--- src/hw/isaPkg.sv ---
package isaPkg;

    //////////////////////////////
    // decoded instruction fields
    //////////////////////////////

    // raw instruction word as fetched
    localparam int instrWidth = 32;

    // register index, 32 architectural registers
    localparam int regIdWidth = 5;

    // immediate field carried inside the instruction word
    localparam int immWidth = 16;

    //////////////////////////////
    // opcodes
    //////////////////////////////

    // alu, memory and branch ops seen by the issue stage
    typedef enum logic [3:0] {
        ADD,
        SUB,
        AND,
        OR,
        SHL,
        LW,
        SW,
        BEQ,
        BLT,
        // retires the warp, never reaches the operand collector
        EXIT
    } aluOpE;

endpackage

--- src/hw/pipePkg.sv ---
package pipePkg;

    //////////////////////////////
    // warp buffer geometry
    //////////////////////////////

    // instruction slots per warp
    localparam int slotDepth = 2;

    // holds 0 .. slotDepth
    typedef logic [$clog2(slotDepth + 1) - 1:0] slotCountT;

    //////////////////////////////
    // issue handshake
    //////////////////////////////

    // four-phase req/ack toward the operand collector
    typedef enum logic [1:0] {
        IDLE,
        REQ,
        RELEASE
    } issueStateE;

endpackage

--- src/hw/ibufWarp.sv ---
`timescale 1ns/1ps

module ibufWarp import isaPkg::*, pipePkg::*; (
    input  logic                  clk,
    input  logic                  rst,

    // decode write
    input  logic                  push,
    input  logic [instrWidth-1:0] pushInstr,
    input  aluOpE                 pushOp,
    input  logic [regIdWidth-1:0] pushDst,
    input  logic [regIdWidth-1:0] pushSrc1,
    input  logic [regIdWidth-1:0] pushSrc2,

    // control from branch resolution and issue
    input  logic                  flush,
    input  logic                  pop,
    input  logic                  granted,

    output logic                  fetchReq,
    output logic                  ready,
    output logic                  headExit,

    // head slot
    output logic [instrWidth-1:0] headInstr,
    output aluOpE                 headOp,
    output logic [regIdWidth-1:0] headDst,
    output logic [regIdWidth-1:0] headSrc1,
    output logic [regIdWidth-1:0] headSrc2
);

    typedef logic [$clog2(slotDepth)-1:0] slotPtrT;

    // slot storage
    logic [instrWidth-1:0] instrMem [slotDepth];
    aluOpE                 opMem    [slotDepth];
    logic [regIdWidth-1:0] dstMem   [slotDepth];
    logic [regIdWidth-1:0] src1Mem  [slotDepth];
    logic [regIdWidth-1:0] src2Mem  [slotDepth];

    slotCountT count;
    slotPtrT   headPtr;
    slotPtrT   tailPtr;
    logic      fetchPend;
    logic      exited;

    // circular queue, tail follows head by count
    assign tailPtr = headPtr + slotPtrT'(count);

    // one fetch in flight at a time, so a free slot is always waiting for it
    assign fetchReq = (count < slotCountT'(slotDepth)) && !fetchPend && !exited;
    assign ready    = (count != '0);
    assign headExit = ready && (headOp == EXIT);

    assign headInstr = instrMem[headPtr];
    assign headOp    = opMem[headPtr];
    assign headDst   = dstMem[headPtr];
    assign headSrc1  = src1Mem[headPtr];
    assign headSrc2  = src2Mem[headPtr];

    //////////////////////////////
    // control
    //////////////////////////////

    always_ff @(posedge clk) begin
        if (rst) begin
            count     <= '0;
            headPtr   <= '0;
            fetchPend <= 1'b0;
            exited    <= 1'b0;
        end else begin
            if (fetchReq) begin
                fetchPend <= 1'b1;
            end
            if (push) begin
                fetchPend <= 1'b0;
            end
            if (pop && headOp == EXIT) begin
                exited <= 1'b1;
            end
            if (pop) begin
                headPtr <= headPtr + 1'b1;
            end
            if (flush) begin
                // a granted head survives unless it leaves this cycle
                fetchPend <= 1'b0;
                count     <= (granted && !pop && count != '0) ? slotCountT'(1) : '0;
            end else begin
                count <= count + slotCountT'(push) - slotCountT'(pop);
            end
        end
    end

    // payload, written only when the decode is kept
    always_ff @(posedge clk) begin
        if (push && !flush) begin
            instrMem[tailPtr] <= pushInstr;
            opMem[tailPtr]    <= pushOp;
            dstMem[tailPtr]   <= pushDst;
            src1Mem[tailPtr]  <= pushSrc1;
            src2Mem[tailPtr]  <= pushSrc2;
        end
    end

    // decode only answers a request, so it never lands on a full warp
    assert property (@(posedge clk) disable iff (rst) push |-> count < slotCountT'(slotDepth));

    // issue only pops a warp it saw as ready
    assert property (@(posedge clk) disable iff (rst) pop |-> count != '0);

endmodule

--- src/hw/instrBuffer.sv ---
`timescale 1ns/1ps

module instrBuffer import isaPkg::*; #(
    parameter int numWarps    = 4,
    parameter int warpIdWidth = $clog2(numWarps)
) (
    input  logic                   clk,
    input  logic                   rst,

    // shared decode port
    input  logic                   decValid,
    input  logic [warpIdWidth-1:0] decWarpId,
    input  logic [instrWidth-1:0]  decInstr,
    input  aluOpE                  decOp,
    input  logic [regIdWidth-1:0]  decDst,
    input  logic [regIdWidth-1:0]  decSrc1,
    input  logic [regIdWidth-1:0]  decSrc2,

    input  logic [numWarps-1:0]    flushWarp,

    // from the issue unit
    input  logic [numWarps-1:0]    grant,
    input  logic                   pop,

    output logic [numWarps-1:0]    fetchReq,
    output logic [numWarps-1:0]    ready,
    output logic [numWarps-1:0]    headExit,

    // head of the granted warp
    output logic [instrWidth-1:0]  issInstr,
    output aluOpE                  issOp,
    output logic [regIdWidth-1:0]  issDst,
    output logic [regIdWidth-1:0]  issSrc1,
    output logic [regIdWidth-1:0]  issSrc2
);

    logic [instrWidth-1:0] headInstr [numWarps];
    aluOpE                 headOp    [numWarps];
    logic [regIdWidth-1:0] headDst   [numWarps];
    logic [regIdWidth-1:0] headSrc1  [numWarps];
    logic [regIdWidth-1:0] headSrc2  [numWarps];

    //////////////////////////////
    // per-warp buffers
    //////////////////////////////

    for (genvar w = 0; w < numWarps; w++) begin : gWarp
        ibufWarp uWarp (
            .clk       (clk),
            .rst       (rst),
            // decode demux by warp id
            .push      (decValid && decWarpId == warpIdWidth'(w)),
            .pushInstr (decInstr),
            .pushOp    (decOp),
            .pushDst   (decDst),
            .pushSrc1  (decSrc1),
            .pushSrc2  (decSrc2),
            .flush     (flushWarp[w]),
            .pop       (pop && grant[w]),
            .granted   (grant[w]),
            .fetchReq  (fetchReq[w]),
            .ready     (ready[w]),
            .headExit  (headExit[w]),
            .headInstr (headInstr[w]),
            .headOp    (headOp[w]),
            .headDst   (headDst[w]),
            .headSrc1  (headSrc1[w]),
            .headSrc2  (headSrc2[w])
        );
    end

    // output mux, warp 0 when nothing granted
    always_comb begin
        issInstr = headInstr[0];
        issOp    = headOp[0];
        issDst   = headDst[0];
        issSrc1  = headSrc1[0];
        issSrc2  = headSrc2[0];
        for (int w = 1; w < numWarps; w++) begin
            if (grant[w]) begin
                issInstr = headInstr[w];
                issOp    = headOp[w];
                issDst   = headDst[w];
                issSrc1  = headSrc1[w];
                issSrc2  = headSrc2[w];
            end
        end
    end

    // issue unit never grants two warps at once
    assert property (@(posedge clk) disable iff (rst) $onehot0(grant));

endmodule

--- config.mk ---
export PLATFORM = sky130hd
export DESIGN_NAME = instrBuffer
export DESIGN_NICKNAME = d
export VERILOG_FILES = /design/src/hw/isaPkg.sv /design/src/hw/pipePkg.sv /design/src/hw/ibufWarp.sv /design/src/hw/instrBuffer.sv
export SDC_FILE = /design/constraint.sdc
export NUM_CORES = 1
export LEC_CHECK = 0
export ABC_AREA = 1
export BUFFER_PORTS_ARGS = -buffer_cell sky130_fd_sc_hd__buf_2
export CAP_MARGIN = 0
export CORE_MARGIN = 1.5
export CORE_UTILIZATION = 65
export DETAILED_ROUTE_END_ITERATION = 8
export PLACE_DENSITY = 0.95
export SYNTH_ARGS = -nofsm -noshare
export SYNTH_HDL_FRONTEND = slang
export SYNTH_SLANG_ARGS = --single-unit
--- constraint.sdc ---
create_clock -name clk -period 7.5 [get_ports clk]
set_clock_uncertainty 0.1 [all_clocks]
set_input_delay 0.375 -clock clk [delete_from_list [all_inputs] [get_ports clk]]
set_output_delay 0.375 -clock clk [all_outputs]
set_load 0.05 [all_outputs]
== Word level (Yosys, flattened, before mapping) ==
Memory sizes are Yosys's and may differ from the RTL's. A register that Yosys moved wholly into a read port is not among the register bits.
Cells that the tools add are included.

* Multiplexer cells: 71
* Shift operators: 0
* Multiply operators: 0
* Bitwise operators: 0
* Reductions and logical operators: 61
* Div/mod/pow operators: 0
* Add/subtract/negate cells: 16
* Eq/ne operators: 7
* $lt $le $gt $ge: 4

{| class="wikitable"
|+ Operators by type and width
! cell !! count
|-
| $mux W32 || 3
|-
| $mux W1 || 52
|-
| $mux W5 || 9
|-
| $logic_and A1 B1 Y1 || 36
|-
| $eq A4 B4 Y1 const B || 4
|-
| $logic_not A1 Y1 || 16
|-
| $mux W4 || 3
|-
| $reduce_or A3 Y1 || 4
|-
| $add A2 B1 Y2 || 4
|-
| $lt A2 B2 Y1 const B || 4
|-
| $mux W2 || 4
|-
| $reduce_bool A2 Y1 || 4
|-
| $sub A2 B1 Y2 || 4
|-
| $add A1 B1 Y1 || 4
|-
| $add A1 B1 Y1 const B || 4
|-
| $eq A2 B2 Y1 const B || 2
|-
| $eq A2 B1 Y1 const B || 1
|-
| $logic_not A2 Y1 || 1
|}

* Output and inout bits: 63
* Memory bits (writable): 408
* Memories kept: 20
* Latch bits: 0
* Register bits after elaboration: 20
* Word-level logic and storage cells: 195
* Bits in read-only memories: 0

{| class="wikitable"
|+ Memories
! name !! words !! width !! rd ports !! clocked after Yosys merged registers in !! wr ports !! line !! RTL
|-
| gWarp[0].uWarp.instrMem || 2 || 32 || 1 || 1 || 1 || ibufWarp.sv:35 || <nowiki>logic [instrWidth-1:0] instrMem [slotDepth];</nowiki>
|-
| gWarp[1].uWarp.instrMem || 2 || 32 || 1 || 1 || 1 || ibufWarp.sv:35 ||
|-
| gWarp[2].uWarp.instrMem || 2 || 32 || 1 || 1 || 1 || ibufWarp.sv:35 ||
|-
| gWarp[3].uWarp.instrMem || 2 || 32 || 1 || 1 || 1 || ibufWarp.sv:35 ||
|-
| gWarp[0].uWarp.dstMem || 2 || 5 || 1 || 1 || 1 || ibufWarp.sv:37 || <nowiki>logic [regIdWidth-1:0] dstMem [slotDepth];</nowiki>
|-
| gWarp[0].uWarp.src1Mem || 2 || 5 || 1 || 1 || 1 || ibufWarp.sv:38 || <nowiki>logic [regIdWidth-1:0] src1Mem [slotDepth];</nowiki>
|-
| 14 more memories || -- || -- || -- || -- || -- || -- ||
|}

== Longest topological paths before layout ==
Gate-level depths: netlist of the first run.

* Depth in word-level cells: 6
* Mapped depth: 10

== Hierarchy ==
A second synthesis of the first run with hierarchy kept.

* Cells, all modules: 1702
* Area total of the unflattened synthesis: 18943.2 um2

{| class="wikitable"
|+ By module, submodules not included
! module !! cells each !! instances !! seq. area each (um2) !! area an instance (um2)
|-
| ibufWarp (gWarp[0].uWarp ...) || 311 || 2 || 3183.1 || 4056.4
|-
| ibufWarp (gWarp[2].uWarp ...) || 311 || 2 || 3183.1 || 4053.9
|-
| instrBuffer || 458 || 1 || 0.0 || 2722.6
|}

== Least setup slack after synthesis of the first run ==
Ideal clock, no wire load.

* Path type: input port to flip-flop
* From: input port decWarpId[1]
* To: memory gWarp[1].uWarp.dstMem[1][0], enable pin
* Arrival: 4.322 ns
* Setup slack: 2.544 ns
* Required time: 6.866 ns
* Library setup time: 0.534 ns
* Stages: 3
* Path through: inv_1 -> nand3_1 -> nor3b_1

* Longest elaborated chain between the ends: 5

{| class="wikitable"
|+ Ends and longest elaborated chain
! element !! line !! RTL
|-
| from (decl) || instrBuffer.sv:12 || <nowiki>input logic [warpIdWidth-1:0] decWarpId,</nowiki>
|-
| $eq A2 B1 Y1 || instrBuffer.sv:52 || <nowiki>.push (decValid && decWarpId == warpIdWidth'(w)),</nowiki>
|-
| $logic_and A1 B1 Y1 || instrBuffer.sv:52 ||
|-
| $logic_and A1 B1 Y1 || ibufWarp.sv:96 || <nowiki>if (push && !flush) begin</nowiki>
|-
| $mux W1 || ibufWarp.sv:96 ||
|-
| $mux W1 (not written as such) || ibufWarp.sv:99 || <nowiki>dstMem[tailPtr] <= pushDst;</nowiki>
|-
| to (decl) || ibufWarp.sv:37 ||
|}

No other way between the ends.

==> impl_metrics.tcl, run 1 <==
set metrics [dict create \
    status "finished, final reports clean" \
    drv_slew 0 \
    finalSetupViolations 0 \
    core-area_mm2 0.02695 \
    cts.clk_slew.worst_paths_ns 0.06 \
    critPathLaunchType "flip-flop" \
    timing.critical_path.mode_cell "nand3_1" \
    grt-ovfl-total 0 \
    clk_latency_ns 0.53 \
    crit_fanout 52 \
    path_class "reg2out" \
    dp_cells 1991 \
    instances_no_fill 2068 \
    hold_viol 0 \
    r2r-end "gWarp[0].uWarp.exited$_SDFFE_PP0P_" \
    final.period_utilization 0.4822 \
    grt_pass1_wl_um 66860 \
    synth_warnings 0 \
    tns_ns 0 \
    tightest_slew_ns 1.136 \
    hold_class "in2reg" \
    synth_edf_count 408 \
    viasPerCell 6.116 \
    antenna_found_initial 2 \
    drt_iter0_drc 1763 \
    root_buffer "clkbuf_16" \
    crit_path_end "issDst[3]" \
    switching_share 0.2458 \
    synth_area_per_cell_um2 11.16 \
    ys_seq_area_frac 0.7136 \
    cts_hold_buf 1 \
    min_period_ns 3.616 \
    max_slew_margin 0.2425 \
    path_delay_family "buffers and inverters" \
    drtPass1Iterations 6 \
    die_h_um 168.7 \
    p_leak_uw 0.008071 \
    numCtsBuffers 42 \
    start_util 0.6621 \
    final_common_cell "nand2_1" \
    cts_resized 0 \
    io_buffers 127 \
    netlist-cell-type-count 25 \
    r2r_setup_slack_ns 4.94 \
    drc_errors 0 \
    synth_ff_type "edfxtp_1" \
    clkPwrFrac 0.390 \
    synthArstFlopShare 0 \
    area_growth_pct 11.35 \
    max_cap_viol_count 0 \
    routed_wl_um 43540 \
    power_density_mw_per_mm2 267.1 \
    post_drt_wl_per_cell_um 21.05 \
    worstPathArrival_ns 3.14 \
    htree_levels 2 \
    slowest_delay_ns 0.66 \
    globalplace.congestion 0.8818 \
    final_antenna_net_count 0 \
    ys_ff_latch 432 \
    fp.dieW_um 168.7 \
    worstRegToRegCells 7 \
    drive_above_1_share 0.1362 \
    hpwlAfterDp_um 22760 \
    vdd_drop_max_v 0.0002208 \
    worstPathCellList "buf_4 > inv_2 > nand2_1 > nand3_1 > nand3_1 > nand3_1 > nand2_1 > buf_2" \
    rows 60 \
    rsz0062_at_grt "no" \
    end_kind "primary output" \
    clock-sinks 432 \
    clockBufferDepth 3 \
    p_seq_frac 0.508 \
    syn_inst 1599 \
    cp_num_buf_inv 3 \
    layout_common_cells "nand2_1 (496), edfxtp_1 (408), nand3_1 (212)" \
    p_int_uw 4002 \
    place_area_mm2 0.01851 \
    die-area_mm2 0.02845 \
    switchingPower_uw 1304 \
    syn-num-nets 1668 \
    grt_max_degree 55 \
    p_comb_frac 0.102 \
    worst-endpoint-required_ns 7.03 \
    fin_area_mm2 0.01987 \
    grt_pass1_vias 12790 \
    fmax_ghz 0.2765 \
    post_cts_buffers 0 \
    grt_use_total 0.3089 \
    total_power_uw 5306 \
    num_vias 12650 \
    cts_tree "done" \
    crit_cells 8 \
    netlist_area_mm2 0.01784 \
    nNetsFinal 1764 \
    ios 128 \
    slowest_stage "inv_2" \
]
==> flip-flops by register name (all words and copies together) (netlist names), named ones only <==
name,flops
gWarp.uWarp.instrMem,256
gWarp.uWarp.dstMem,40
gWarp.uWarp.src1Mem,40
gWarp.uWarp.src2Mem,40
gWarp.uWarp.opMem,32
gWarp.uWarp.count,8
gWarp.uWarp.exited,4
gWarp.uWarp.fetchPend,4
gWarp.uWarp.headPtr,4
==> per-layer routing <==
| metal | global-route usage | vias to the layer above | part of all wire |
|---|---|---|---|
| met4 | 0.1471 | 2 | 0.035 |
| met1 | 0.3834 | 5952 | 0.34 |
| met5 | 0 | - | 0.00037 |
| met3 | 0.05752 | 166 | 0.11 |
| li1 | - | 5533 | - |
| met2 | 0.5289 | 994 | 0.51 |
==> final cells by class <==
cell class	count	area, um^2
Antenna cell	1	2.502
Inverter	136	518.0
Timing Repair Buffer	143	758.2
Sequential cell	432	12740
Multi-Input combinational cell	940	4083
Tap cell	341	426.7
Fill cell	1519	7083
Clock buffer	56	1166
Clock inverter	19	176.4
==> cells by family after synthesis <==
kind of cell | Yosys count | share of synthesized area
AOI/OAI and AO/OA | 60 | 0.01683
buffers and inverters | 227 | 0.05925
and+or+nand+nor | 861 | 0.2002
xor gates and xnor gates | 15 | 0.007362
adders and majority gates | 4 | 0.002805
DFF | 432 | 0.7136
==> worst min-delay path by stage <==
stage | startpoint | endpoint | slack, ns | cells after the start
floorplan | gWarp[0].uWarp.exited$_SDFFE_PP0P_ | gWarp[0].uWarp.exited$_SDFFE_PP0P_ | 0.33 | 2
global placement | gWarp[1].uWarp.exited$_SDFFE_PP0P_ | gWarp[1].uWarp.exited$_SDFFE_PP0P_ | 0.34 | 2
detailed placement | gWarp[1].uWarp.exited$_SDFFE_PP0P_ | gWarp[1].uWarp.exited$_SDFFE_PP0P_ | 0.35 | 2
CTS | decSrc1[1] | gWarp[2].uWarp.src1Mem[1][1]$_DFFE_PP_ | 0.0009 | 1
global route | decDst[0] | gWarp[3].uWarp.dstMem[1][0]$_DFFE_PP_ | 0.01 | 1
finish | decInstr[7] | gWarp[1].uWarp.instrMem[1][7]$_DFFE_PP_ | 0.007 | 1
==> cells in the mapped netlist (4+ instances only) <==
| master | n | area share |
|---|---|---|
| nand3_1 | 212 | 0.059 |
| ha_1 | 4 | 0.0028 |
| nand2_1 | 496 | 0.10 |
| nand2_2 | 4 | 0.0014 |
| xor2_1 | 5 | 0.0025 |
| edfxtp_1 | 408 | 0.69 |
| and3_1 | 7 | 0.0025 |
| nand4_1 | 4 | 0.0014 |
| nor2_2 | 4 | 0.0014 |
| o21ai_0 | 49 | 0.014 |
| buf_4 | 21 | 0.0088 |
| inv_2 | 4 | 0.00084 |
| dfxtp_1 | 24 | 0.027 |
| a21oi_1 | 11 | 0.0031 |
| inv_1 | 129 | 0.027 |
| buf_6 | 8 | 0.0050 |
| xnor2_1 | 10 | 0.0049 |
| nor3_1 | 11 | 0.0031 |
| nor2_1 | 118 | 0.025 |
| clkbuf_1 | 12 | 0.0025 |
| or2_2 | 4 | 0.0014 |
| buf_2 | 47 | 0.013 |
==> per-stage QoR <==
stage               worst slack (ns)    util  hold WS [ns]
floorplan                      2.544       -        0.3301
global placement               4.501  0.6869        0.3380
detailed placement             4.384  0.6869        0.3520
CTS                            3.949  0.7371     0.0008773
global route                   3.789  0.7372       0.01063
finish                         3.884  0.7372      0.006669
==> worst register-to-register path: stages, from the launching register on <==
cell and delay (ns):
dfxtp_2 0.32, buf_4 0.54, inv_2 0.70, nand2_1 0.25, nand2_1 0.09, nor2_1 0.25
nand3_1 0.12, a21oi_1 0.14
==> power by group through the flow <==
stage / sequential (uW) / combinational (uW) / clock [uW]
3_3_place_gp: 2740 / 502 / 0
4_1_cts: 2700 / 533 / 2060
6_report: 2700 / 542 / 2070
5_1_grt: 2700 / 576 / 2160
3_5_place_dp: 2750 / 525 / 0
2_1_floorplan: 2750 / 376 / 0
No activity file was read; power rests on OpenSTA's default activity.
==> run 2, diff against run 1 <==
- ABC_AREA: 1 -> 0
- CORE_UTILIZATION: 65 -> 54
- PLACE_DENSITY: 0.95 -> 0.88
- clock period: 7.5 -> 2.96 ns (I/O delays scaled with it)
==> impl_metrics.tcl, run 2 <==
set metrics [dict create \
    post_cts_buffers 0 \
    fillCellCount 2069 \
    worst-endpoint-required_ns 2.71 \
    ys_ff_latch 432 \
    hold_class "in2reg" \
    netlist_area_mm2 0.01717 \
    clockBufferDepth 3 \
    drive_above_1_share 0.2426 \
    tightest_slew_ns 0.5775 \
    tns_ns 0 \
    worstRegToRegCells 6 \
    clock-sinks 432 \
    vdd_drop_max_v 0.0005965 \
    pre_cts_slack_ns 0.8042 \
    syn-num-nets 1048 \
    dp_cells 1468 \
    rsz0062_at_grt "no" \
    synth_top_area_share 0.7134 \
    antenna_found_initial 2 \
    synth_area_leaders "edfxtp_1 (71%), mux2i_1 (8.7%), mux2_2 (3.5%)" \
    drt_iter0_drc 864 \
    drc_errors 0 \
    min_from "decWarpId[0]" \
    ios 128 \
    routed_wl_um 37610 \
    synth_ff_type "edfxtp_1" \
    fp.dieW_um 181.3 \
    globalplace.congestion 0.7852 \
    root_buffer "clkbuf_16" \
    rows 65 \
    grt_pass1_wl_um 57570 \
    drtPass1Iterations 6 \
    final_common_cell "edfxtp_1" \
    r2r_setup_slack_ns 0.83 \
    holdWs_ns 0.05532 \
    synth_commonest_cells "edfxtp_1 (408), mux2i_1 (150), a21oi_1 (55), a22oi_1 (55), mux2_2 (54)" \
    clk_latency_ns 0.55 \
    end_kind "primary output" \
    synth_top_cell_by_area "edfxtp_1" \
    fin_ws_ns 0.2001 \
    fmax_ghz 0.3623 \
    num_vias 9575 \
    final.period_utilization 0.9324 \
    reg2reg_from "gWarp[3].uWarp.count[1]$_SDFF_PP0_" \
    area_growth_pct 18.83 \
    start_util 0.5471 \
    yosysMostFrequentCell "edfxtp_1" \
    instances_no_fill 1620 \
    netlist-cell-type-count 38 \
    power_density_mw_per_mm2 663.9 \
    ys_seq_area_frac 0.7414 \
    finalSetupViolations 0 \
    hold_viol 0 \
    io_buffers 127 \
    die-area_mm2 0.03288 \
    grt_max_degree 52 \
    htree_levels 2 \
    syn_inst 979 \
    final_antenna_net_count 0 \
    p_leak_uw 0.006983 \
    grt_use_total 0.2305 \
    synthArstFlopShare 0 \
    total_power_uw 13550 \
    hpwlAfterDp_um 20620 \
    grt-ovfl-total 0 \
    max_cap_viol_count 0 \
    synth_area_per_cell_um2 17.54 \
    critPathLaunchType "flip-flop" \
    post_drt_wl_per_cell_um 23.22 \
    synth_edf_count 408 \
    nNetsFinal 1252 \
    worst_hold_path.num_cells 4 \
    max_slew_margin 0.6150 \
    largest_register "gWarp.uWarp.instrMem" \
    cts_tree "done" \
    status "finished, final reports clean" \
    grt_pass1_vias 10060 \
    die_h_um 181.3 \
    path_class "reg2out" \
    largest_reg_flops 256 \
    worstPathArrival_ns 2.51 \
    core-area_mm2 0.03139 \
    numCtsBuffers 44 \
    drv_slew 0 \
    cts.clk_slew.worst_paths_ns 0.06 \
    crit_fanout 19 \
    crit_path_end "issInstr[14]" \
    min_period_ns 2.760 \
    r2r-end "gWarp[3].uWarp.count[0]$_SDFF_PP0_" \
    viasPerCell 5.910 \
    synth_warnings 0 \
    layout_common_cells "edfxtp_1 (408), mux2i_1 (150), buf_2 (126)" \
]
[run 2: metrics by stage]
stage | utilization | cell area (um^2)
final | 0.6501 | 20410
after global placement | 0.5824 | 18280
after floorplan | - | 17250
after global routing | 0.6501 | 20410
after detailed placement | 0.5824 | 18280
after CTS | 0.6498 | 20400
[run 2: worst min path at each step]
stage,end
after floorplan,gWarp[0].uWarp.dstMem[0][0]$_DFFE_PP_
after global placement,gWarp[3].uWarp.src2Mem[1][2]$_DFFE_PP_
after CTS,gWarp[0].uWarp.count[1]$_SDFF_PP0_
final,gWarp[0].uWarp.count[1]$_SDFF_PP0_
after detailed placement,gWarp[3].uWarp.instrMem[1][7]$_DFFE_PP_
after global routing,gWarp[0].uWarp.count[1]$_SDFF_PP0_
[run 2: layout make-up]
cell class                      count  area (um^2)  share of cell area
Sequential cell                   432        12740              0.6245
Multi-Input combinational cell    476         4079              0.1999
Timing Repair Buffer              225         1655             0.08111
Clock buffer                       54         1160             0.05683
Tap cell                          402        503.0             0.02465
Clock inverter                     25        246.5             0.01208
Inverter                            4        15.01           0.0007357
Antenna cell                        2        5.005           0.0002452
[run 2: power by group]
part	internal, uW	total, uW	leakage, uW	switching [uW]
Sequential	6800	6870	0.00388	72.5
Combinational	461	1300	0.00240	836
Clock	3090	5380	0.000699	2290
Total	10300	13500	0.00698	3200
[run 2: what timing repair did]
action	4_1_cts	5_1_grt
endpoints found under the setup margin	0	1
gates resized for setup	0	1
hold endpoints to repair	431	0
hold buffers	71	0
[run 2: routing by layer]
| layer | up-vias | GRT usage | routed length, um |
|---|---|---|---|
| met5 | - | 0 | 0 |
| met4 | 0 | 0.08767 | 1145 |
| met3 | 80 | 0.03528 | 2256 |
| met2 | 362 | 0.4046 | 19350 |
| met1 | 4832 | 0.2895 | 14860 |
| li1 | 4301 | - | - |
[run 2: cell families (layout without fill, tap and decap cells)]
group                      Yosys count  count (layout)  share of synthesized area
buffers and inverters               71             308                    0.02710
DFF                                432             432                     0.7414
muxes                              205             205                     0.1237
and+or+nand+nor                     81              81                    0.02688
other                                0               2                          0
adders and majority gates            4               4                   0.002914
AOI/OAI and AO/OA                  170             170                    0.06987
xor gates and xnor gates            16              16                   0.008160
[run 2: worst max-delay path, cell delays in order, from the launching register on]
cell     delay, ns
dfxtp_4       0.59
buf_6         0.34
mux2i_1       0.16
a22oi_1       0.33
a22o_1        0.24
buf_2         0.28
